`src/rtl/ccm_mem_params.svh`:
```
//*********************************************************************
// Size and address field constants for the DCCM and ICCM banks
// Included by the package and by every module that slices addresses
//*********************************************************************

`ifndef CCM_MEM_PARAMS_SVH
`define CCM_MEM_PARAMS_SVH

// Byte address widths, 1 KB each
`define DCCM_BITS        10
`define ICCM_BITS        10

// Bank organisation shared by both memories
`define CCM_NUM_BANKS    4
`define CCM_BANK_BITS    2

// Byte offset inside one bank word
`define CCM_WIDTH_BITS   2
`define CCM_DATA_WIDTH   32

// Row index inside a bank
// Address bits above the bank select
`define CCM_INDEX_BITS   6

`endif

```
`src/rtl/ccm_mem_pkg.sv`:
```
//*********************************************************************
// Request, response and per-bank command types for the CCM block
// Imported by the decoders, the banks and the read-return stages
//*********************************************************************

`include "ccm_mem_params.svh"

package ccm_mem_pkg;

   // DCCM side, lo/hi pair for misaligned accesses
   typedef struct packed {
      logic                        wren;
      logic                        rden;
      logic [`DCCM_BITS-1:0]       wr_addr_lo;
      logic [`DCCM_BITS-1:0]       wr_addr_hi;
      logic [`DCCM_BITS-1:0]       rd_addr_lo;
      logic [`DCCM_BITS-1:0]       rd_addr_hi;
      logic [`CCM_DATA_WIDTH-1:0]  wr_data_lo;
      logic [`CCM_DATA_WIDTH-1:0]  wr_data_hi;
   } dccm_req_t;

   typedef struct packed {
      logic [`CCM_DATA_WIDTH-1:0]  rd_data_lo;
      logic [`CCM_DATA_WIDTH-1:0]  rd_data_hi;
   } dccm_rsp_t;

   // ICCM side, word address and 64-bit data
   typedef struct packed {
      logic                        wren;
      logic                        rden;
      logic [`ICCM_BITS-1:2]       rw_addr;
      logic [2:0]                  wr_size;   // 2 word, 3 double word
      logic [63:0]                 wr_data;
   } iccm_req_t;

   typedef struct packed {
      logic [63:0]                 rd_data;
   } iccm_rsp_t;

   // One SRAM bank access
   typedef struct packed {
      logic                        wren;
      logic                        rden;
      logic [`CCM_INDEX_BITS-1:0]  index;
      logic [`CCM_DATA_WIDTH-1:0]  wr_data;
   } bank_cmd_t;

   typedef bank_cmd_t [`CCM_NUM_BANKS-1:0] bank_cmd_vec_t;
   typedef logic [`CCM_NUM_BANKS-1:0][`CCM_DATA_WIDTH-1:0] bank_data_vec_t;

endpackage

```
`src/rtl/iccm_rd_return.sv`:
```
//*********************************************************************
// ICCM read return, joins two bank words into the 64-bit fetch data
// Start bank goes to the low half, its successor to the high half
//*********************************************************************

`timescale 1ns/1ps
`include "ccm_mem_params.svh"

module iccm_rd_return
   import ccm_mem_pkg::*;
(
   input  logic                        clk,
   input  logic                        rst_n,
   input  logic                        rden,
   input  logic [`CCM_BANK_BITS-1:0]   start_bank,
   input  bank_data_vec_t              bank_data,
   output iccm_rsp_t                   rsp
);

   logic [`CCM_BANK_BITS-1:0]  start_q;
   logic [`CCM_BANK_BITS-1:0]  next_q;

   always_ff @(posedge clk or negedge rst_n) begin
      if (!rst_n) start_q <= '0;
      else if (rden) start_q <= start_bank;
   end

   assign next_q = start_q + `CCM_BANK_BITS'(1);   // Modulo bank count

   assign rsp.rd_data = {bank_data[next_q], bank_data[start_q]};

endmodule

```
`config.mk`:
```
export PLATFORM = sky130hd
export DESIGN_NAME = iccm_rd_return
export DESIGN_NICKNAME = d
export VERILOG_FILES = /design/src/rtl/ccm_mem_pkg.sv /design/src/rtl/iccm_rd_return.sv
export VERILOG_INCLUDE_DIRS = /design/src /design/src/rtl
export SDC_FILE = /design/constraint.sdc
export NUM_CORES = 1
export LEC_CHECK = 0
export CORE_MARGIN = 5
export CORE_UTILIZATION = 30
export CTS_CLUSTER_DIAMETER = 150
export DETAILED_ROUTE_END_ITERATION = 8
export DONT_BUFFER_PORTS = 1
export GPL_TIMING_DRIVEN = 0
export PLACE_DENSITY = 0.49
export SLEW_MARGIN = 10
export SYNTH_ARGS = -nofsm -noshare
export SYNTH_HDL_FRONTEND = slang
export SYNTH_SLANG_ARGS = --single-unit
```
`constraint.sdc`:
```
create_clock -name clk -period 3.6 [get_ports clk]
set_input_delay 0.9 -clock clk [delete_from_list [all_inputs] [get_ports clk]]
set_output_delay 0.9 -clock clk [all_outputs]
set_load 0.03 [all_outputs]
```
==> results.json <==
{
  "synth-simple-area-share_pct": 0,
  "fp.coreArea_sq_mm": 0.005172,
  "postCtsSetupRepairBufs": 0,
  "first_iter_violations": 18,
  "syn_inst": 82,
  "pin_count": 197,
  "drive_gt1_share_pct": 97.65,
  "ctsHoldBuffers": 0,
  "synth_area_per_cell_sq_um": 19.76,
  "insertion_delay_ns": 0.21,
  "cp.required_ns": 2.70,
  "status": "finished clean",
  "critical-path-slowest-cell": "mux4_2",
  "worst_slack_ns": 1.117,
  "path_cells": "buf_6, buf_6, mux4_2",
  "final_antenna_net_count": 0,
  "dieArea_sq_mm": 0.006971,
  "diodes": 0,
  "hold_path_class": "input port to asynchronous set/reset pin",
  "cts_buffers": 3,
  "yosysSeqAreaShare_pct": 3.089,
  "final_cell_mix": "64 x mux4_2, 7 x buf_2, 5 x buf_6, 3 x clkbuf_8",
  "cts_tree": "built",
  "fillerInstances": 482,
  "finalClockSkew_ns": 0,
  "grt_util_met1_pct": 15.66,
  "yosysTopAreaCellShare_pct": 88.96,
  "routed_via_density": 7.742,
  "synth_warnings": 0,
  "synth_compound_area_share_pct": 0,
  "slew_headroom_pct": 78.15,
  "cellPowerDensity_mw_per_mm2": 379.9,
  "antenna_found_initial": 0,
  "hpwlAfterDp_um": 5195,
  "cp_max_fo": 10,
  "ctsHtreeMaxLevel": 1,
  "first_pass_iters": 4,
  "top_usage_layer": "met2",
  "largestRegisters": "start_q: 2 flops",
  "num_rows": 26,
  "ir_drop_uv": 194.3,
  "netlist_area_sq_mm": 0.001620,
  "synth_mux_area_share_pct": 90.35,
  "die_h_um": 83.49,
  "hold_viol": 0,
  "cpMostUsedCell": "buf_6",
  "grt_overflow": 0,
  "mostFrequentLayoutCell": "mux4_2",
  "clockBufferDepth": 2,
  "final_cells": 155,
  "initial_utilization_pct": 31.33,
  "pre_cts_ws_ns": 1.212,
  "clock_sinks": 2,
  "ctsResizeCount": 0,
  "met3_usage_pct": 7.996,
  "vias": 1200,
  "synth_area_leaders": "mux4_2 89%, buf_6 3.5%, dfrtp_1 3.1%, buf_2 2.2%, mux2_2 1.4%",
  "crit_family": "multiplexers",
  "synth-xor-area-share_pct": 0,
  "routed_wl_um": 5817,
  "rsz0062_at_grt": "no",
  "min_period_ns": 2.483,
  "fin_setup_tns_ns": 0,
  "placed_cells": 152,
  "end_kind": "output pin",
  "clk_pin_slew_ns": 0.03,
  "fin_crit_sh_pct": 68.96,
  "tightest_slew_ns": 0.3277,
  "path_buf_inv": 2,
  "grt_max_degree": 11,
  "synth_largest_area_cell": "mux4_2",
  "synth_adder_area_share_pct": 0,
  "grt_pass1_wl_um": 8901,
  "first_global_vias": 1426,
  "grt_usage_pct": 15.57,
  "die_x_um": 83.49,
  "ys_ff_latch": 2,
  "largest_reg_flops": 2,
  "wire_per_inst_um": 37.53,
  "maxCapViolations": 0,
  "p_leak_nw": 0.5267,
  "crit_arrival_ns": 1.58,
  "netlist-cell-type-count": 6,
  "postSynthNetCount": 215,
  "syn2layout_area_growth_pct": 7.954,
  "gpl.final_weighted_congestion": 0.7460,
  "maxSlewViolCount": 0,
  "route.detailed.drc": 0,
  "synth_top_family_by_area": "multiplexers",
  "setup_viol": 0,
  "port_buffers": 0,
  "critPathKind": "flip-flop to output pin",
  "timing.fmax_ghz": 0.4028,
  "cp-start-kind": "flip-flop",
  "nets": 220,
  "met2_usage_pct": 29.30,
  "cts-root-buf": "clkbuf_8",
  "top_register": "start_q",
  "cpPeakStageDelay_ns": 0.64
}
[synthesized netlist by cell type]
library cell / instances
buf_6: 5
dfrtp_1: 2
mux4_2: 64
buf_4: 2
mux2_2: 2
buf_2: 7
[cell families after synthesis]
group,count (synthesis)
multiplexers,66
buffers and inverters,14
flip-flops,2
[layer usage]
| layer | share of wire [%] | up-vias |
|---|---|---|
| met3 | 16 | 4 |
| li1 | - | 435 |
| met1 | 28 | 632 |
| met2 | 55 | 129 |
| met5 | 0 | - |
| met4 | 0.50 | 0 |
[per-stage QoR]
step	power (mW)	util [%]	hold WS, ns	cell area, sq um
2_1_floorplan	0.5371	-	0.6044	1620
3_3_place_gp	0.5834	33.02	0.6045	1708
3_5_place_dp	0.5847	33.02	0.6045	1708
4_1_cts	0.6757	33.82	0.3849	1749
5_1_grt	0.6939	33.82	0.3815	1749
6_report	0.6645	33.82	0.3907	1749
[where the power goes]
| part | switching, mW | internal (mW) |
|---|---|---|
| registers | 0.00126 | 0.0250 |
| clock network | 0.0153 | 0.0705 |
| logic | 0.352 | 0.201 |
[final timing paths]
check | startpoint | end | slack [ns] | depth (start not counted)
min in group clk | start_bank[0] | start_q[0]$_DFFE_PN0P_ | 0.85 | 1
setup / recovery | start_q[0]$_DFFE_PN0P_ | rsp[47] | 1.12 | 3
hold reg to reg | start_q[0]$_DFFE_PN0P_ | start_q[0]$_DFFE_PN0P_ | 1.12 | 4
setup reg to reg | start_q[0]$_DFFE_PN0P_ | start_q[0]$_DFFE_PN0P_ | 2.33 | 4
max in group asynchronous | rst_n | start_q[1]$_DFFE_PN0P_ | 3.14 | 0
hold / removal | rst_n | start_q[0]$_DFFE_PN0P_ | 0.39 | 0
[area by class of cell]
type	count	area, sq um	share of cell area (%)
plain buffers	14	106.4	6.080
multi-input cells	66	1464	83.69
well taps	70	87.58	5.007
clock buffers	3	41.29	2.361
flip-flops and latches	2	50.05	2.861
(Power assumes the default switching activity.)
