### config.mk
export PLATFORM = sky130hd
export DESIGN_NAME = dccm_bank_decode
export DESIGN_NICKNAME = d
export VERILOG_FILES = /design/src/rtl/ccm_mem_pkg.sv /design/src/rtl/dccm_bank_decode.sv
export VERILOG_INCLUDE_DIRS = /design/src /design/src/rtl
export SDC_FILE = /design/constraint.sdc
export NUM_CORES = 1
export LEC_CHECK = 0
export BUFFER_PORTS_ARGS = -buffer_cell sky130_fd_sc_hd__clkbuf_2
export CORE_AREA = 2 2 105 107
export DETAILED_ROUTE_END_ITERATION = 8
export DIE_AREA = 0 0 107 109
export PLACE_DENSITY = 0.58
export SYNTH_ARGS = -nofsm -noshare
export SYNTH_HDL_FRONTEND = slang
export SYNTH_SLANG_ARGS = --single-unit
### constraint.sdc
create_clock -name vclk -period 2
set_clock_uncertainty 0.2 [all_clocks]
set_input_delay 0.3 -clock vclk [all_inputs]
set_output_delay 0.3 -clock vclk [all_outputs]
set_load 0.02 [all_outputs]
### src/rtl/ccm_mem_params.svh
//*********************************************************************
// Size and address field constants for the DCCM and ICCM banks
// Included by the package and by every module that slices addresses
//*********************************************************************

`ifndef CCM_MEM_PARAMS_SVH
`define CCM_MEM_PARAMS_SVH

// Byte address widths, 1 KB each
`define DCCM_BITS        10
`define ICCM_BITS        10

// Bank organisation shared by both memories
`define CCM_NUM_BANKS    4
`define CCM_BANK_BITS    2

// Byte offset inside one bank word
`define CCM_WIDTH_BITS   2
`define CCM_DATA_WIDTH   32

// Row index inside a bank
// Address bits above the bank select
`define CCM_INDEX_BITS   6

`endif

### src/rtl/ccm_mem_pkg.sv
//*********************************************************************
// Request, response and per-bank command types for the CCM block
// Imported by the decoders, the banks and the read-return stages
//*********************************************************************

`include "ccm_mem_params.svh"

package ccm_mem_pkg;

   // DCCM side, lo/hi pair for misaligned accesses
   typedef struct packed {
      logic                        wren;
      logic                        rden;
      logic [`DCCM_BITS-1:0]       wr_addr_lo;
      logic [`DCCM_BITS-1:0]       wr_addr_hi;
      logic [`DCCM_BITS-1:0]       rd_addr_lo;
      logic [`DCCM_BITS-1:0]       rd_addr_hi;
      logic [`CCM_DATA_WIDTH-1:0]  wr_data_lo;
      logic [`CCM_DATA_WIDTH-1:0]  wr_data_hi;
   } dccm_req_t;

   typedef struct packed {
      logic [`CCM_DATA_WIDTH-1:0]  rd_data_lo;
      logic [`CCM_DATA_WIDTH-1:0]  rd_data_hi;
   } dccm_rsp_t;

   // ICCM side, word address and 64-bit data
   typedef struct packed {
      logic                        wren;
      logic                        rden;
      logic [`ICCM_BITS-1:2]       rw_addr;
      logic [2:0]                  wr_size;   // 2 word, 3 double word
      logic [63:0]                 wr_data;
   } iccm_req_t;

   typedef struct packed {
      logic [63:0]                 rd_data;
   } iccm_rsp_t;

   // One SRAM bank access
   typedef struct packed {
      logic                        wren;
      logic                        rden;
      logic [`CCM_INDEX_BITS-1:0]  index;
      logic [`CCM_DATA_WIDTH-1:0]  wr_data;
   } bank_cmd_t;

   typedef bank_cmd_t [`CCM_NUM_BANKS-1:0] bank_cmd_vec_t;
   typedef logic [`CCM_NUM_BANKS-1:0][`CCM_DATA_WIDTH-1:0] bank_data_vec_t;

endpackage

### src/rtl/dccm_bank_decode.sv
//*********************************************************************
// DCCM bank decode, splits the lo/hi request into per-bank commands
// Purely combinational, feeds the four DCCM banks directly
//*********************************************************************

`timescale 1ns/1ps
`include "ccm_mem_params.svh"

module dccm_bank_decode
   import ccm_mem_pkg::*;
(
   input  dccm_req_t                   req,
   output bank_cmd_vec_t               bank_cmd,
   output logic [`CCM_BANK_BITS-1:0]   rd_bank_lo,
   output logic [`CCM_BANK_BITS-1:0]   rd_bank_hi
);

   localparam int BANK_LO  = `CCM_WIDTH_BITS;
   localparam int INDEX_LO = `CCM_WIDTH_BITS + `CCM_BANK_BITS;

   logic [`CCM_BANK_BITS-1:0]   wr_bank_lo;
   logic [`CCM_BANK_BITS-1:0]   wr_bank_hi;
   logic [`CCM_INDEX_BITS-1:0]  wr_index_lo;
   logic [`CCM_INDEX_BITS-1:0]  wr_index_hi;
   logic [`CCM_INDEX_BITS-1:0]  rd_index_lo;
   logic [`CCM_INDEX_BITS-1:0]  rd_index_hi;

   // Address split, bank in 3:2 and row above it
   assign wr_bank_lo  = req.wr_addr_lo[BANK_LO +: `CCM_BANK_BITS];
   assign wr_bank_hi  = req.wr_addr_hi[BANK_LO +: `CCM_BANK_BITS];
   assign rd_bank_lo  = req.rd_addr_lo[BANK_LO +: `CCM_BANK_BITS];
   assign rd_bank_hi  = req.rd_addr_hi[BANK_LO +: `CCM_BANK_BITS];   // Equals lo on a same-bank read
   assign wr_index_lo = req.wr_addr_lo[`DCCM_BITS-1:INDEX_LO];
   assign wr_index_hi = req.wr_addr_hi[`DCCM_BITS-1:INDEX_LO];
   assign rd_index_lo = req.rd_addr_lo[`DCCM_BITS-1:INDEX_LO];
   assign rd_index_hi = req.rd_addr_hi[`DCCM_BITS-1:INDEX_LO];

   always_comb begin
      bank_cmd = '0;
      for (int b = 0; b < `CCM_NUM_BANKS; b++) begin
         // Reads, lo takes the bank when both hit it
         if (req.rden && rd_bank_lo == `CCM_BANK_BITS'(b)) begin
            bank_cmd[b].rden  = 1'b1;
            bank_cmd[b].index = rd_index_lo;
         end else if (req.rden && rd_bank_hi == `CCM_BANK_BITS'(b)) begin
            bank_cmd[b].rden  = 1'b1;
            bank_cmd[b].index = rd_index_hi;
         end
         // Writes override the row, hi only in a bank of its own
         if (req.wren && wr_bank_lo == `CCM_BANK_BITS'(b)) begin
            bank_cmd[b].wren    = 1'b1;
            bank_cmd[b].index   = wr_index_lo;
            bank_cmd[b].wr_data = req.wr_data_lo;
         end else if (req.wren && wr_bank_hi == `CCM_BANK_BITS'(b)) begin
            bank_cmd[b].wren    = 1'b1;
            bank_cmd[b].index   = wr_index_hi;
            bank_cmd[b].wr_data = req.wr_data_hi;
         end
      end
   end

endmodule

==> summary.txt, run 1 <==
global placement routability congestion: 0.916
main combinational cell family by area after synthesis: compound AO/OA/AOI/OAI gates
Via density: 5.92
Final #Nets: 679
final worst slack: -0.0159 ns
Power Density: 266 nW/um^2
commonest non-fill, non-tap cell in the layout: clkbuf_2
Mapped Area: 2450 sq um
Initial Util: 23.1%
Core Box Area: 10600 sq um
vias in the first global route: 3560
Vias: 4207
antenna diode count: 0
Die Span Y: 109 um
post-route setup TNS: -0.0159 ns
Post-Synth Simple-Gate Area: 15.0%
Initial DRC Count: 459
Slew HR: 76.3%
worst slew pin tran: 0.355 ns
register area: 0 sq um
Crit Path Max Fanout: 10
CP Launch Type: input pin
Final Core Density: 38.9%
final antenna-violating net count: 0
Post-Synth XOR/XNOR Area: 0%
max_cap viols: 0
hpwl dp: 10200 um
layout cells sized above 1: 57.4%
Die Width: 107 um
grt met1 use: 23.4%
first-pass detailed-route iteration total: 5
initial antenna violation count: 0
synth warn: 0
setup-violating endpoint count in the final report: 1
maximum clock rate: 496 MHz
Crit. End Element: primary output
Post-Synthesis Cells: 320
met3 usage: 3.41%
CP Class: input pin to primary output
Area growth syn-to-layout: 68.1%
Die ar.: 11700 sq um
Top Usage Layer GRT: met2
Tmin final: 2.02 ns
final worst path period share: 101%
P_leak: 2.25 nW
Port Buffers: 262
GRT met2 Usage: 36.7%
outcome: finished, violations left
largest net degree at the start of global routing: 33
Cell variety after synth: 31
adder-cell share of the synthesized area: 0%
CP Data Required Time: 1.50 ns
Overall Global Routing Usage: 20.0%
drc violations: 0
Seq/Total Area, Yosys: 0%
clk_buf instances: 0
syn nets: 426
first-pass GRT wire length: 18900 um
mux cell area share after synthesis: 1.22%
Data arrival, critical path: 1.52 ns
Routed WL per cell: 21.3 um
failing checks: setup timing
grt total ovfl: 0
Final Hold Viols: 0
seq_cells: 0
post-synthesis compound-gate area fraction: 68.6%
Site Rows: 38
Post-Syn Area per Cell: 7.66 sq um
WL final: 15200 um
Hold Path Class: input pin to primary output
max-slew violations: 0
RSZ-0062 raised after global routing: yes
Peak VDD IR: 0.000129 V
Ports: 270
most used cells in the layout excluding fill and tap cells: clkbuf_2, a22o_1, buf_4
synthesized netlist by cell type (2+ instances only):
master | count | share of area [%]
a21oi_1 | 6 | 1.2
a21oi_2 | 2 | 0.71
a22o_1 | 128 | 46
a32oi_1 | 24 | 8.6
and2_1 | 5 | 1.3
and2_4 | 2 | 0.71
and3_1 | 7 | 1.8
and3b_1 | 14 | 5.0
buf_1 | 3 | 0.46
buf_2 | 13 | 2.7
buf_4 | 5 | 1.5
buf_6 | 17 | 7.8
clkbuf_1 | 13 | 2.0
inv_1 | 5 | 0.77
mux2i_1 | 3 | 1.2
nand2b_1 | 2 | 0.51
nand3b_1 | 2 | 0.61
nor2_1 | 11 | 1.7
nor2b_1 | 4 | 1.0
o21ai_0 | 9 | 1.8
o22ai_1 | 16 | 4.1
o31ai_1 | 19 | 5.8
or2b_1 | 2 | 0.61
worst paths after layout:
path / cells past startpoint / end / from
setup / recovery: 6 / bank_cmd[36] / req[97]
hold / removal: 2 / rd_bank_lo[0] / req[76]
final cells by class:
cell class | count | area [sq um]
Multi-Input combinational cell | 270 | 2210
Timing Repair Buffer | 296 | 1720
Inverter | 5 | 18.8
Tap cell | 140 | 175
Fill cell | 1094 | 6480
cells by family after synthesis:
| family | count (synthesis) |
|---|---|
| compound gates | 206 |
| buf+inv | 56 |
| simple gates | 55 |
| mux | 3 |
worst max-delay path, cell delays in order:
cell,delay (ns)
clkbuf_4,0.17
or2_1,0.26
buf_4,0.17
a32oi_1,0.30
o31ai_2,0.13
clkbuf_2,0.18
power by group:
group | switching (W) | internal, W | total, W | leakage (nW)
clock | 0 | 0 | 0 | 0
combinational | 0.000679 | 0.000417 | 0.00110 | 2.25
sequential | 0 | 0 | 0 | 0
timing repair:
| item | CTS | global route |
|---|---|---|
| pin swaps | 1 | 3 |
| resized for setup | 7 | 41 |
| hold buffers | 0 | 0 |
| buffers inserted | 0 | 0 |
| gates cloned | 0 | 7 |
| setup endpoints to repair | 63 | 86 |
per-stage QoR:
| step | cell area, sq um | setup slack (ns) | hold WS [ns] | power, W | instances |
|---|---|---|---|---|---|
| after CTS | 3970 | -0.0183 | 0.715 | 0.00104 | 704 |
| after floorplan | 2450 | 0.0437 | 0.513 | 0.000582 | 320 |
| after global placement | 3940 | -0.0197 | 0.711 | 0.00102 | 704 |
| final | 4120 | -0.0159 | 0.714 | 0.00110 | 711 |
| after global routing | 4120 | -0.0373 | 0.735 | 0.00116 | 711 |
| after detailed placement | 3940 | -0.0340 | 0.713 | 0.00103 | 704 |
layer usage:
layer / part of all wire (%) / up-vias
met4: 3.2 / 0
li1: - / 1880
met1: 39 / 1968
met5: 0 / -
met3: 8.7 / 53
met2: 49 / 306
Note: power is estimated with default switching activity, not from simulation.
==> run 2, diff against run 1 <==
clock period = 1.9 ns   (was 2 ns; I/O delays follow)
==> summary.txt, run 2 (synthesis results as in run 1) <==
outcome: complete, no violations
dpl cells: 711
Overall Global Routing Usage: 21.6%
final cell count without fillers: 725
Die Width: 107 um
P_leak: 2.47 nW
Via density: 5.75
Peak VDD IR: 0.000133 V
layout cells sized above 1: 60.2%
Vias: 4171
grt total ovfl: 0
worst slew pin tran: 0.306 ns
Final Hold Viols: 0
multi-input combinational cell area: 2270 sq um
register area: 0 sq um
hpwl dp: 10500 um
CP Class: input pin to primary output
first-pass GRT wire length: 20200 um
CP Launch Type: input pin
maximum clock rate: 529 MHz
Worst path max stage delay: 0.25 ns
Initial Util: 23.1%
Hold Path Class: input pin to primary output
final worst path period share: 99.4%
Crit. End Element: primary output
Worst Setup EP: bank_cmd[57]
clk_buf instances: 0
initial antenna violation count: 0
Area growth syn-to-layout: 89.9%
Crit. path cell count: 6
Port Buffers: 262
CTS hold repair buffers: 0
worst path bufs/invs: 3
Fin Hold WS: 0.704 ns
vias in the first global route: 3619
Slew HR: 79.5%
Routed WL per cell: 20.4 um
Fillers: 1092
Pwr Total: 0.00125 W
Tmin final: 1.89 ns
commonest non-fill, non-tap cell in the layout: clkbuf_2
drc violations: 0
Initial DRC Count: 334
CP delay by family, top: simple AND/OR/NAND/NOR gates
Die ar.: 11700 sq um
largest net degree at the start of global routing: 33
final antenna-violating net count: 0
global placement routability congestion: 0.901
CP Launch Point: req[105]
CP Data Required Time: 1.41 ns
Crit Path Max Fanout: 6
Final #Nets: 693
antenna diode count: 0
Site Rows: 38
max_cap viols: 0
setup-violating endpoint count in the final report: 0
Core Box Area: 10600 sq um
Data arrival, critical path: 1.40 ns
seq_cells: 0
most used cells in the layout excluding fill and tap cells: clkbuf_2, a22o_1, buf_4
Die Span Y: 109 um
Power Density: 268 nW/um^2
crit-path cells: buf_12 -> and3b_2 -> and2_4 -> clkbuf_16 -> a22o_1 -> buf_6
first-pass detailed-route iteration total: 4
WL final: 14800 um
max-slew violations: 0
slowest stage cell, crit path: and3b_2
Ports: 270
RSZ-0062 raised after global routing: yes
-- run 2: report_power, final --
part	internal [W]	switching, W
clock network	0	0
registers	0	0
logic	0.000525	0.000721
-- run 2: cell type report --
cell class | instances | area share [%]
inverters | 5 | 0.403
multi-input cells | 266 | 48.7
well taps | 140 | 3.76
repair buffers | 314 | 47.2
-- run 2: through the flow --
stage	setup TNS, ns	instance area [sq um]	setup slack (ns)	util [%]
2_1_floorplan	-0.308	2480	-0.0263	-
3_3_place_gp	-2.87	4020	-0.0765	37.9
3_5_place_dp	-5.14	4020	-0.119	37.9
4_1_cts	-0.0746	4340	-0.0127	40.9
5_1_grt	-0.191	4660	-0.0310	43.9
6_report	0	4660	0.0110	43.9
-- run 2: worst min path at each step --
stage,start,to,slack (ns),depth (start not counted)
2_1_floorplan,req[66],rd_bank_hi[0],0.48,1
3_3_place_gp,req[76],rd_bank_lo[0],0.69,2
3_5_place_dp,req[76],rd_bank_lo[0],0.69,2
4_1_cts,req[76],rd_bank_lo[0],0.70,2
5_1_grt,req[76],rd_bank_lo[0],0.72,2
6_report,req[76],rd_bank_lo[0],0.70,2
-- run 2: routing by layer --
layer / part of all wire, % / wire (um) / vias to the layer above / global-route usage [%]
li1: - / - / 1901 / -
met1: 40 / 5880 / 2036 / 26.5
met2: 52 / 7670 / 218 / 40.8
met3: 7.5 / 1110 / 16 / 3.05
met4: 1.1 / 167 / 0 / 3.15
met5: 0 / 0 / - / 0
-- run 2: timing repair --
item,CTS,global route
setup buffers,5,1
endpoints found under the setup margin,115,102
gates resized for setup,56,90
pin swaps,5,16
gates cloned,3,5
