$ cat config.mk
export PLATFORM = sky130hd
export DESIGN_NAME = dccm_rd_return
export DESIGN_NICKNAME = d
export VERILOG_FILES = /design/src/rtl/ccm_mem_pkg.sv /design/src/rtl/dccm_rd_return.sv
export VERILOG_INCLUDE_DIRS = /design/src /design/src/rtl
export SDC_FILE = /design/constraint.sdc
export NUM_CORES = 1
export LEC_CHECK = 0
export ABC_AREA = 0
export BUFFER_PORTS_ARGS = -buffer_cell sky130_fd_sc_hd__buf_2
export CAP_MARGIN = 20
export CORE_AREA = 8 8 95 71
export CTS_CLUSTER_DIAMETER = 50
export DETAILED_ROUTE_END_ITERATION = 12
export DIE_AREA = 0 0 103 79
export PLACE_DENSITY = 0.81
export SYNTH_ARGS = -nofsm -noshare
export SYNTH_HDL_FRONTEND = slang
export SYNTH_SLANG_ARGS = --single-unit
$ cat constraint.sdc
create_clock -name clk -period 1.8 [get_ports clk]
set_clock_uncertainty 0.1 [all_clocks]
set_input_delay 0.36 -clock clk [delete_from_list [all_inputs] [get_ports clk]]
set_output_delay 0.36 -clock clk [all_outputs]
set_load 0.02 [all_outputs]
$ cat src/rtl/ccm_mem_params.svh
//*********************************************************************
// Size and address field constants for the DCCM and ICCM banks
// Included by the package and by every module that slices addresses
//*********************************************************************

`ifndef CCM_MEM_PARAMS_SVH
`define CCM_MEM_PARAMS_SVH

// Byte address widths, 1 KB each
`define DCCM_BITS        10
`define ICCM_BITS        10

// Bank organisation shared by both memories
`define CCM_NUM_BANKS    4
`define CCM_BANK_BITS    2

// Byte offset inside one bank word
`define CCM_WIDTH_BITS   2
`define CCM_DATA_WIDTH   32

// Row index inside a bank
// Address bits above the bank select
`define CCM_INDEX_BITS   6

`endif

$ cat src/rtl/ccm_mem_pkg.sv
//*********************************************************************
// Request, response and per-bank command types for the CCM block
// Imported by the decoders, the banks and the read-return stages
//*********************************************************************

`include "ccm_mem_params.svh"

package ccm_mem_pkg;

   // DCCM side, lo/hi pair for misaligned accesses
   typedef struct packed {
      logic                        wren;
      logic                        rden;
      logic [`DCCM_BITS-1:0]       wr_addr_lo;
      logic [`DCCM_BITS-1:0]       wr_addr_hi;
      logic [`DCCM_BITS-1:0]       rd_addr_lo;
      logic [`DCCM_BITS-1:0]       rd_addr_hi;
      logic [`CCM_DATA_WIDTH-1:0]  wr_data_lo;
      logic [`CCM_DATA_WIDTH-1:0]  wr_data_hi;
   } dccm_req_t;

   typedef struct packed {
      logic [`CCM_DATA_WIDTH-1:0]  rd_data_lo;
      logic [`CCM_DATA_WIDTH-1:0]  rd_data_hi;
   } dccm_rsp_t;

   // ICCM side, word address and 64-bit data
   typedef struct packed {
      logic                        wren;
      logic                        rden;
      logic [`ICCM_BITS-1:2]       rw_addr;
      logic [2:0]                  wr_size;   // 2 word, 3 double word
      logic [63:0]                 wr_data;
   } iccm_req_t;

   typedef struct packed {
      logic [63:0]                 rd_data;
   } iccm_rsp_t;

   // One SRAM bank access
   typedef struct packed {
      logic                        wren;
      logic                        rden;
      logic [`CCM_INDEX_BITS-1:0]  index;
      logic [`CCM_DATA_WIDTH-1:0]  wr_data;
   } bank_cmd_t;

   typedef bank_cmd_t [`CCM_NUM_BANKS-1:0] bank_cmd_vec_t;
   typedef logic [`CCM_NUM_BANKS-1:0][`CCM_DATA_WIDTH-1:0] bank_data_vec_t;

endpackage

$ cat src/rtl/dccm_rd_return.sv
//*********************************************************************
// DCCM read return, steers bank read registers to the lo/hi outputs
// Bank selects are captured with rden and used the following cycle
//*********************************************************************

`timescale 1ns/1ps
`include "ccm_mem_params.svh"

module dccm_rd_return
   import ccm_mem_pkg::*;
(
   input  logic                        clk,
   input  logic                        rst_n,
   input  logic                        rden,
   input  logic [`CCM_BANK_BITS-1:0]   rd_bank_lo,
   input  logic [`CCM_BANK_BITS-1:0]   rd_bank_hi,
   input  bank_data_vec_t              bank_data,
   output dccm_rsp_t                   rsp
);

   logic [`CCM_BANK_BITS-1:0]  sel_lo_q;
   logic [`CCM_BANK_BITS-1:0]  sel_hi_q;

   always_ff @(posedge clk or negedge rst_n) begin
      if (!rst_n) begin
         sel_lo_q <= '0;
         sel_hi_q <= '0;
      end else if (rden) begin
         sel_lo_q <= rd_bank_lo;
         sel_hi_q <= rd_bank_hi;
      end
   end

   // Output mux after the bank registers
   assign rsp.rd_data_lo = bank_data[sel_lo_q];
   assign rsp.rd_data_hi = bank_data[sel_hi_q];

endmodule

==> results.txt, run 1 <==
Initial DRC count: 39
Slew of the pin with the lowest slew margin: 213 ps
Yosys warning count: 0
GRT Util Overall: 0.180
Power per cell area: 590 nW/um^2
Synth top area cells: mux4_2, mux4_1, buf_12
RSZ-0062 raised after global routing: yes
PortBufs: 198
Antenna diodes: 0
Min-delay src: rd_bank_hi[1]
Area Overhead vs Synth: 95.2%
Max_slew headroom: 0.858
Hold path depth: 2
Reg-to-reg endpoint: sel_lo_q[0]$_DFFE_PN0P_
Max_cap viols: 0
Share of cells above drive strength 1: 0.990
Fraction of registers with async set/reset: 1.00
Syn nets: 223
R2r setup slk: 590 ps
Kind of critical path: flip-flop to output port
Pleak: 0.00159 uW
R2r worst-path depth: 3
Failing checks: negative setup slack
CTS clock-pin slew for the worst setup and hold paths: 30 ps
Largest area contributor in the netlist: mux4_2
Worst Hold Path EP: sel_hi_q[1]$_DFFE_PN0P_
Die width: 103 microns
Synth Register Bits: 4
Total number of vias: 2031
Average wire per cell in the routed design: 23.4 microns
RePlAce Congestion: 0.735
Status: finished, violations left
Clk root buf: clkbuf_8
Worst skew pair latency: 220 ps
Yosys top cell area share: 0.730
Number of iterations in the first detailed-routing pass: 6
H-Tree Level Count: 1
Top_reg_cell synth: dfrtp_1
Sequential area share after synthesis: 0.0559
Placed Area: 2870 sq um
Endpoints failing hold: 0
Post-synth EDFFs: 0
Vias/cell: 5.49
# setup viols final: 64
Fin Hold WS: 278 ps
DP HPWL: 6770 microns
Final Instance Count excl. Fillers: 370
R2r startpoint: sel_lo_q[0]$_DFFE_PN0P_
Cell Rows: 23
Critical Path RT: 1340 ps
Crit path time final: 2020 ps
Gate count of the mapped netlist: 88
Total global routing overflow: 0
Synth cell count leaders: mux4_2, buf_12, buf_2, mux4_1
Final #Nets: 432
Full die area: 8140 sq um
Clock net sink count: 4
Setup crit end kind: output port
Initial antenna violation count: 0
Clock Path Buffers: 2
Mean Syn Cell Area: 20.3 sq um
CP Max Fanout: 8
CTS tree: done
Largest net degree at the start of global routing: 19
I/O pin total: 199
Fin. max-slew vios: 0
Core Region: 5410 sq um
Starting Density: 0.331
Routed WL: 8650 microns
Placed cells: 355
Netlist cell types: 8
DRC: 0
Antenna violation net count after detailed routing: 0
Chip Height: 79 microns
Global-route wire length before repair: 11600 microns
TritonCTS buffer count: 3
Fin crit share: 1.12
Count leader, synth: mux4_2
Final setup margin: -217 ps
FILL cells: 418
Critical Path Source Type: flip-flop
Worst Hold Class: input port to flip-flop
Worst Path Arrival: 1560 ps
Peak VDD IR: 520 uV
Vias in the first global route: 2301
Final non-filler cell area: 3490 sq um
Synth Cell Area: 1790 sq um
FMAX: 496 MHz
-- critical path, cell delays in order (launching register included) --
cell     delay [ps]
dfrtp_2         370
buf_12          140
buf_12          140
mux4_2          530
buf_6           150
-- metal layers --
metal / GRT usage / vias to the layer above / part of all wire
met5: 0 / - / 0
met4: 0.0216 / 0 / 0.0024
met3: 0.0629 / 6 / 0.12
met2: 0.347 / 128 / 0.55
met1: 0.187 / 1033 / 0.33
li1: - / 864 / -
-- metrics by stage --
stage	setup slack, ps	total power (uW)	utilization	TNS [ps]
final	-217	2060	0.646	-12100
after detailed placement	-34.9	1450	0.531	-341
after global routing	-257	2160	0.646	-14470
after CTS	-225	1710	0.557	-12540
after floorplan	168	990	-	0
after global placement	-6.86	1420	0.531	-6.86
-- area by class of cell --
class                           count  area [sq um]  share of cell area
Clock buffer                        3          41.3              0.0118
Multi-Input combinational cell     68          1490               0.426
Sequential cell                     4           103              0.0294
Tap cell                           75          93.8              0.0269
Timing Repair Buffer              220          1770               0.506
-- logic make-up after synthesis --
group	after synthesis	share of synthesized area
buffers and inverters	16	0.101
muxes	68	0.843
DFF	4	0.0559
-- cell usage in the layout (no fill, tap or decap) --
master         instances
buf_2                134
buf_6                 68
mux4_2                64
buf_12                10
mux2_2                 4
clkbuf_16              4
clkbuf_8               3
buf_4                  3
dfrtp_2                2
dfrtp_1                2
dlygate4sd3_1          1
-- how the worst max path moves through the flow --
stage                            start      end
2_1_floorplan  sel_hi_q[0]$_DFFE_PN0P_  rsp[10]
3_3_place_gp   sel_lo_q[0]$_DFFE_PN0P_  rsp[50]
3_5_place_dp   sel_lo_q[0]$_DFFE_PN0P_  rsp[45]
4_1_cts        sel_lo_q[0]$_DFFE_PN0P_  rsp[50]
5_1_grt        sel_lo_q[0]$_DFFE_PN0P_  rsp[40]
6_report       sel_hi_q[0]$_DFFE_PN0P_   rsp[8]
-- flip-flops by register name, indices dropped and copies added (netlist names) --
signal	cells
sel_lo_q	2
sel_hi_q	2
-- power breakdown --
group	leakage (uW)	internal, uW	switching [uW]	total (uW)
registers	0.0000448	101	13.3	114
logic	0.00152	1000	753	1760
clock network	0.0000216	143	47.4	190
-- timing repair --
item	in CTS	in global routing
gates resized for setup	23	118
cloned	0	4
hold buffers	1	0
setup endpoints to repair	64	64
setup buffers	6	4
hold endpoints to repair	4	0
No activity file was read; power rests on OpenSTA's default activity.
==> inputs of run 2 (changes only) <==
- clock period: 1.8 -> 2.2 ns (I/O delays scaled with it)
==> run 2 against run 1 <==
Against the previous run: the flow now finishes without violations; total power is 37% lower; first-iteration DRC count is 28% higher; routed wire length is 14% lower; largest power group unchanged; highest routed layer unchanged.
==> results.txt, run 2 (synthesized netlist as in run 1, its figures left out) <==
Pre-CTS setup slack: 247 ps
Full die area: 8140 sq um
PortBufs: 198
# setup viols final: 0
Global-route wire length before repair: 11100 microns
Crit-path slowest cell: mux4_1
Sum Neg Setup Slack: 0 ps
H-Tree Level Count: 1
Initial DRC count: 50
Status: finished, final reports clean
FILL cells: 478
Placed Area: 2790 sq um
Hold path depth: 2
Crit-path leading delay family: multiplexers
Routed WL: 7470 microns
I/O pin total: 199
Die width: 103 microns
Crit path cell chain: buf_12 -> mux4_1 -> buf_2
R2r startpoint: sel_hi_q[0]$_DFFE_PN0P_
Most common cell after layout, fill and taps aside: buf_2
Vias/cell: 5.43
Starting Density: 0.331
Cell Rows: 23
Total number of vias: 1932
Worst Hold Class: input port to flip-flop
Clk root buf: clkbuf_8
CTS tree: done
Power per cell area: 457 nW/um^2
Chip Height: 79 microns
RSZ-0062 raised after global routing: no
Critical Path RT: 1660 ps
Initial antenna violation count: 0
Worst skew pair latency: 210 ps
Worst Path Arrival: 1550 ps
GRT Util Overall: 0.171
Kind of critical path: flip-flop to output port
Fin. max-slew vios: 0
CP Max Fanout: 18
Pleak: 0.00135 uW
Most frequent cells in the layout: buf_2, mux4_2, mux4_1
Fin crit share: 0.952
DRC: 0
Final setup margin: 105 ps
Number of iterations in the first detailed-routing pass: 3
Crit path time final: 2090 ps
CP Depth: 3
Min-delay src: rd_bank_hi[0]
Crit path buf inv count: 2
Slew of the pin with the lowest slew margin: 211 ps
CP startpoint: sel_lo_q[0]$_DFFE_PN0P_
Endpoints failing hold: 0
Final non-filler cell area: 2850 sq um
Share of cells above drive strength 1: 0.964
Peak VDD IR: 336 uV
Critical Path Source Type: flip-flop
Crit-path max cell delay: 580 ps
Core Region: 5410 sq um
R2r worst-path depth: 2
Final #Nets: 417
Max_cap viols: 0
Total global routing overflow: 0
Post CTS Setup Buffer Count: 0
Vias in the first global route: 2281
Fin Hold WS: 359 ps
Total Power: 1310 uW
Antenna violation net count after detailed routing: 0
Setup crit end kind: output port
TritonCTS buffer count: 3
Clock net sink count: 4
Largest net degree at the start of global routing: 34
RePlAce Congestion: 0.747
Average wire per cell in the routed design: 21.0 microns
Clock Path Buffers: 2
Area Overhead vs Synth: 59.5%
Top flop regs: sel_hi_q x2, sel_lo_q x2
Antenna diodes: 0
FMAX: 477 MHz
CTS clock-pin slew for the worst setup and hold paths: 30 ps
Max_slew headroom: 0.859
==> run 2: power breakdown <==
| group | internal, uW | total, uW | leakage, uW | switching (uW) |
|---|---|---|---|---|
| sequential | 82.3 | 89.7 | 0.0000448 | 7.44 |
| combinational | 520 | 1050 | 0.00128 | 534 |
| clock | 124 | 162 | 0.0000228 | 38.2 |
==> run 2: path summary, 6_finish.rpt <==
kind                                      endpoint  slack, ps
setup reg to reg           sel_hi_q[0]$_DFFE_PN0P_       1100
min in group asynchronous  sel_lo_q[0]$_DFFE_PN0P_        480
setup / recovery                           rsp[63]        110
hold reg to reg            sel_hi_q[1]$_DFFE_PN0P_        700
hold / removal             sel_hi_q[0]$_DFFE_PN0P_        360
max in group asynchronous  sel_hi_q[0]$_DFFE_PN0P_       1400
==> run 2: per-layer routing <==
metal	GRT usage	wire length (microns)
met1	0.167	2410
met2	0.340	4060
met3	0.0576	980
met4	0.0245	20
met5	0	0
==> run 2: through the flow <==
step,util,std cells
after floorplan,-,88
after global placement,0.516,351
after detailed placement,0.516,351
after CTS,0.526,356
after global routing,0.528,356
final,0.528,356
==> run 2: layout make-up <==
| type | instances | area [sq um] | area share |
|---|---|---|---|
| multi-input combinational | 68 | 1510 | 0.529 |
| timing repair buffer | 205 | 1100 | 0.387 |
| clock buffer | 4 | 45.0 | 0.0158 |
| tap | 75 | 93.8 | 0.0329 |
| sequential | 4 | 103 | 0.0359 |
==> run 2: repair_timing <==
action                                 4_1_cts  5_1_grt
setup endpoints to repair                    0       28
hold buffers                                 1        0
resized for setup                            0        2
endpoints found under the hold margin        4        0
==> inputs of run 3 (changes only) <==
- clock period: 2.2 -> 1.95 ns (I/O delays scaled with it)
==> run 3 against run 2 <==
Against the previous run: the flow now finishes with violations (negative setup slack); worst hold slack got worse by 55 ps; total power rose by 21%; sequential power rose by 16%; utilization rose by 2.1 points; clock power rose by 19%; design area rose by 4.0%; count of clock-buffer cells in the layout did not move; first-iteration DRC count rose by 38%; routed wire length rose by 4.8%; via count rose by 1.8%; combinational power rose by 22%; critical path depth did not move; largest power group unchanged.
==> results.txt, run 3 (synthesized netlist as in run 1, its figures left out) <==
Most frequent cells in the layout: buf_2, mux4_2, buf_6
Full die area: 8140 sq um
Share of cells above drive strength 1: 0.975
Routed WL: 7820 microns
Cell Rows: 23
Core Region: 5410 sq um
Failing checks: negative setup slack
Max_slew headroom: 0.831
Worst skew pair latency: 220 ps
Clock Path Buffers: 2
Chip Height: 79 microns
FMAX: 492 MHz
Power per cell area: 530 nW/um^2
Final non-filler cell area: 2970 sq um
RSZ-0062 raised after global routing: yes
Max_cap viols: 0
Final #Nets: 421
Endpoints failing hold: 0
CP Max Fanout: 15
Vias in the first global route: 2294
Vias/cell: 5.46
Antenna violation net count after detailed routing: 0
Most common cell after layout, fill and taps aside: buf_2
Crit path time final: 2030 ps
I/O pin total: 199
Clock net sink count: 4
H-Tree Level Count: 1
Placed cells: 353
Antenna diodes: 0
Worst Path Arrival: 1540 ps
# setup viols final: 60
Initial DRC count: 69
Fin crit share: 1.04
Clk root buf: clkbuf_8
Number of iterations in the first detailed-routing pass: 4
Top flop regs: sel_hi_q x2, sel_lo_q x2
DP HPWL: 6820 microns
Kind of critical path: flip-flop to output port
Area Overhead vs Synth: 65.9%
Final Instance Count excl. Fillers: 360
Pleak: 0.00139 uW
Global-route wire length before repair: 11500 microns
Placed Area: 2810 sq um
Critical Path Source Type: flip-flop
TritonCTS buffer count: 3
Largest net degree at the start of global routing: 19
Starting Density: 0.331
Critical Path RT: 1460 ps
Die width: 103 microns
CTS clock-pin slew for the worst setup and hold paths: 30 ps
Fin. max-slew vios: 0
Total Power: 1570 uW
Average wire per cell in the routed design: 21.7 microns
Slew of the pin with the lowest slew margin: 253 ps
Setup crit end kind: output port
Final setup margin: -82.7 ps
Worst Hold Class: input port to flip-flop
Total number of vias: 1966
RePlAce Congestion: 0.742
Fin Hold WS: 304 ps
Total global routing overflow: 0
DRC: 0
Register area: 103 sq um
Initial antenna violation count: 0
GRT Util Overall: 0.177
Multi-input gate area: 1500 sq um
CTS tree: done
Peak VDD IR: 560 uV
Status: finished, violations left
PortBufs: 198
FILL cells: 478
==> run 3: cell count changes in the layout (fill, tap and decap cells not counted) <==
cell and change:
buf_4 +5, buf_6 +15, mux4_1 -3, buf_2 -16
mux4_2 +3
==> run 3: power breakdown <==
| group | leakage [uW] | internal [uW] | switching [uW] |
|---|---|---|---|
| registers | 0.0000448 | 92.7 | 11.0 |
| clock network | 0.0000228 | 140 | 51.3 |
| logic | 0.00132 | 657 | 623 |
| total | 0.00139 | 890 | 685 |
==> run 3: stage by stage <==
step                setup TNS, ps  utilization  worst slack, ps
CTS                         -3960        0.533            -88.8
global route                -6310        0.549             -131
detailed placement              0        0.519             70.0
global placement                0        0.519             89.3
floorplan                       0            -              288
finish                      -3180        0.549            -82.7
==> run 3: worst paths after layout <==
kind | startpoint | to | slack, ps | cells after the start
worst max-delay path | sel_hi_q[0]$_DFFE_PN0P_ | rsp[14] | -80 | 3
worst min-delay path | rd_bank_lo[1] | sel_lo_q[1]$_DFFE_PN0P_ | 300 | 2
worst max register to register | sel_hi_q[0]$_DFFE_PN0P_ | sel_hi_q[0]$_DFFE_PN0P_ | 830 | 2
worst min register to register | sel_hi_q[1]$_DFFE_PN0P_ | sel_hi_q[1]$_DFFE_PN0P_ | 710 | 2
max in group asynchronous | rst_n | sel_lo_q[0]$_DFFE_PN0P_ | 1200 | 2
min in group asynchronous | rst_n | sel_hi_q[0]$_DFFE_PN0P_ | 420 | 2
==> run 3: cell type report <==
cell class | count | area share
Multi-Input combinational cell | 68 | 0.504
Timing Repair Buffer | 209 | 0.414
Tap cell | 75 | 0.0316
Sequential cell | 4 | 0.0346
Clock buffer | 4 | 0.0152
==> run 3: critical path: stages, from the launching register on <==
cell and delay, ps:
dfrtp_2 410, buf_12 190, mux4_2 530, buf_2 180
==> run 3: metal layers <==
metal | vias up | GRT usage | share of wire
met3 | 6 | 0.0760 | 0.15
met2 | 140 | 0.329 | 0.53
met1 | 976 | 0.180 | 0.31
met5 | - | 0 | 0
met4 | 0 | 0.0331 | 0.0078
li1 | 844 | - | -
==> run 3: what timing repair did <==
item | CTS | global route
cloned | 0 | 0
setup buffers | 2 | 0
resized for setup | 2 | 34
hold buffers | 1 | 0
endpoints found under the setup margin | 57 | 64
endpoints found under the hold margin | 4 | 0
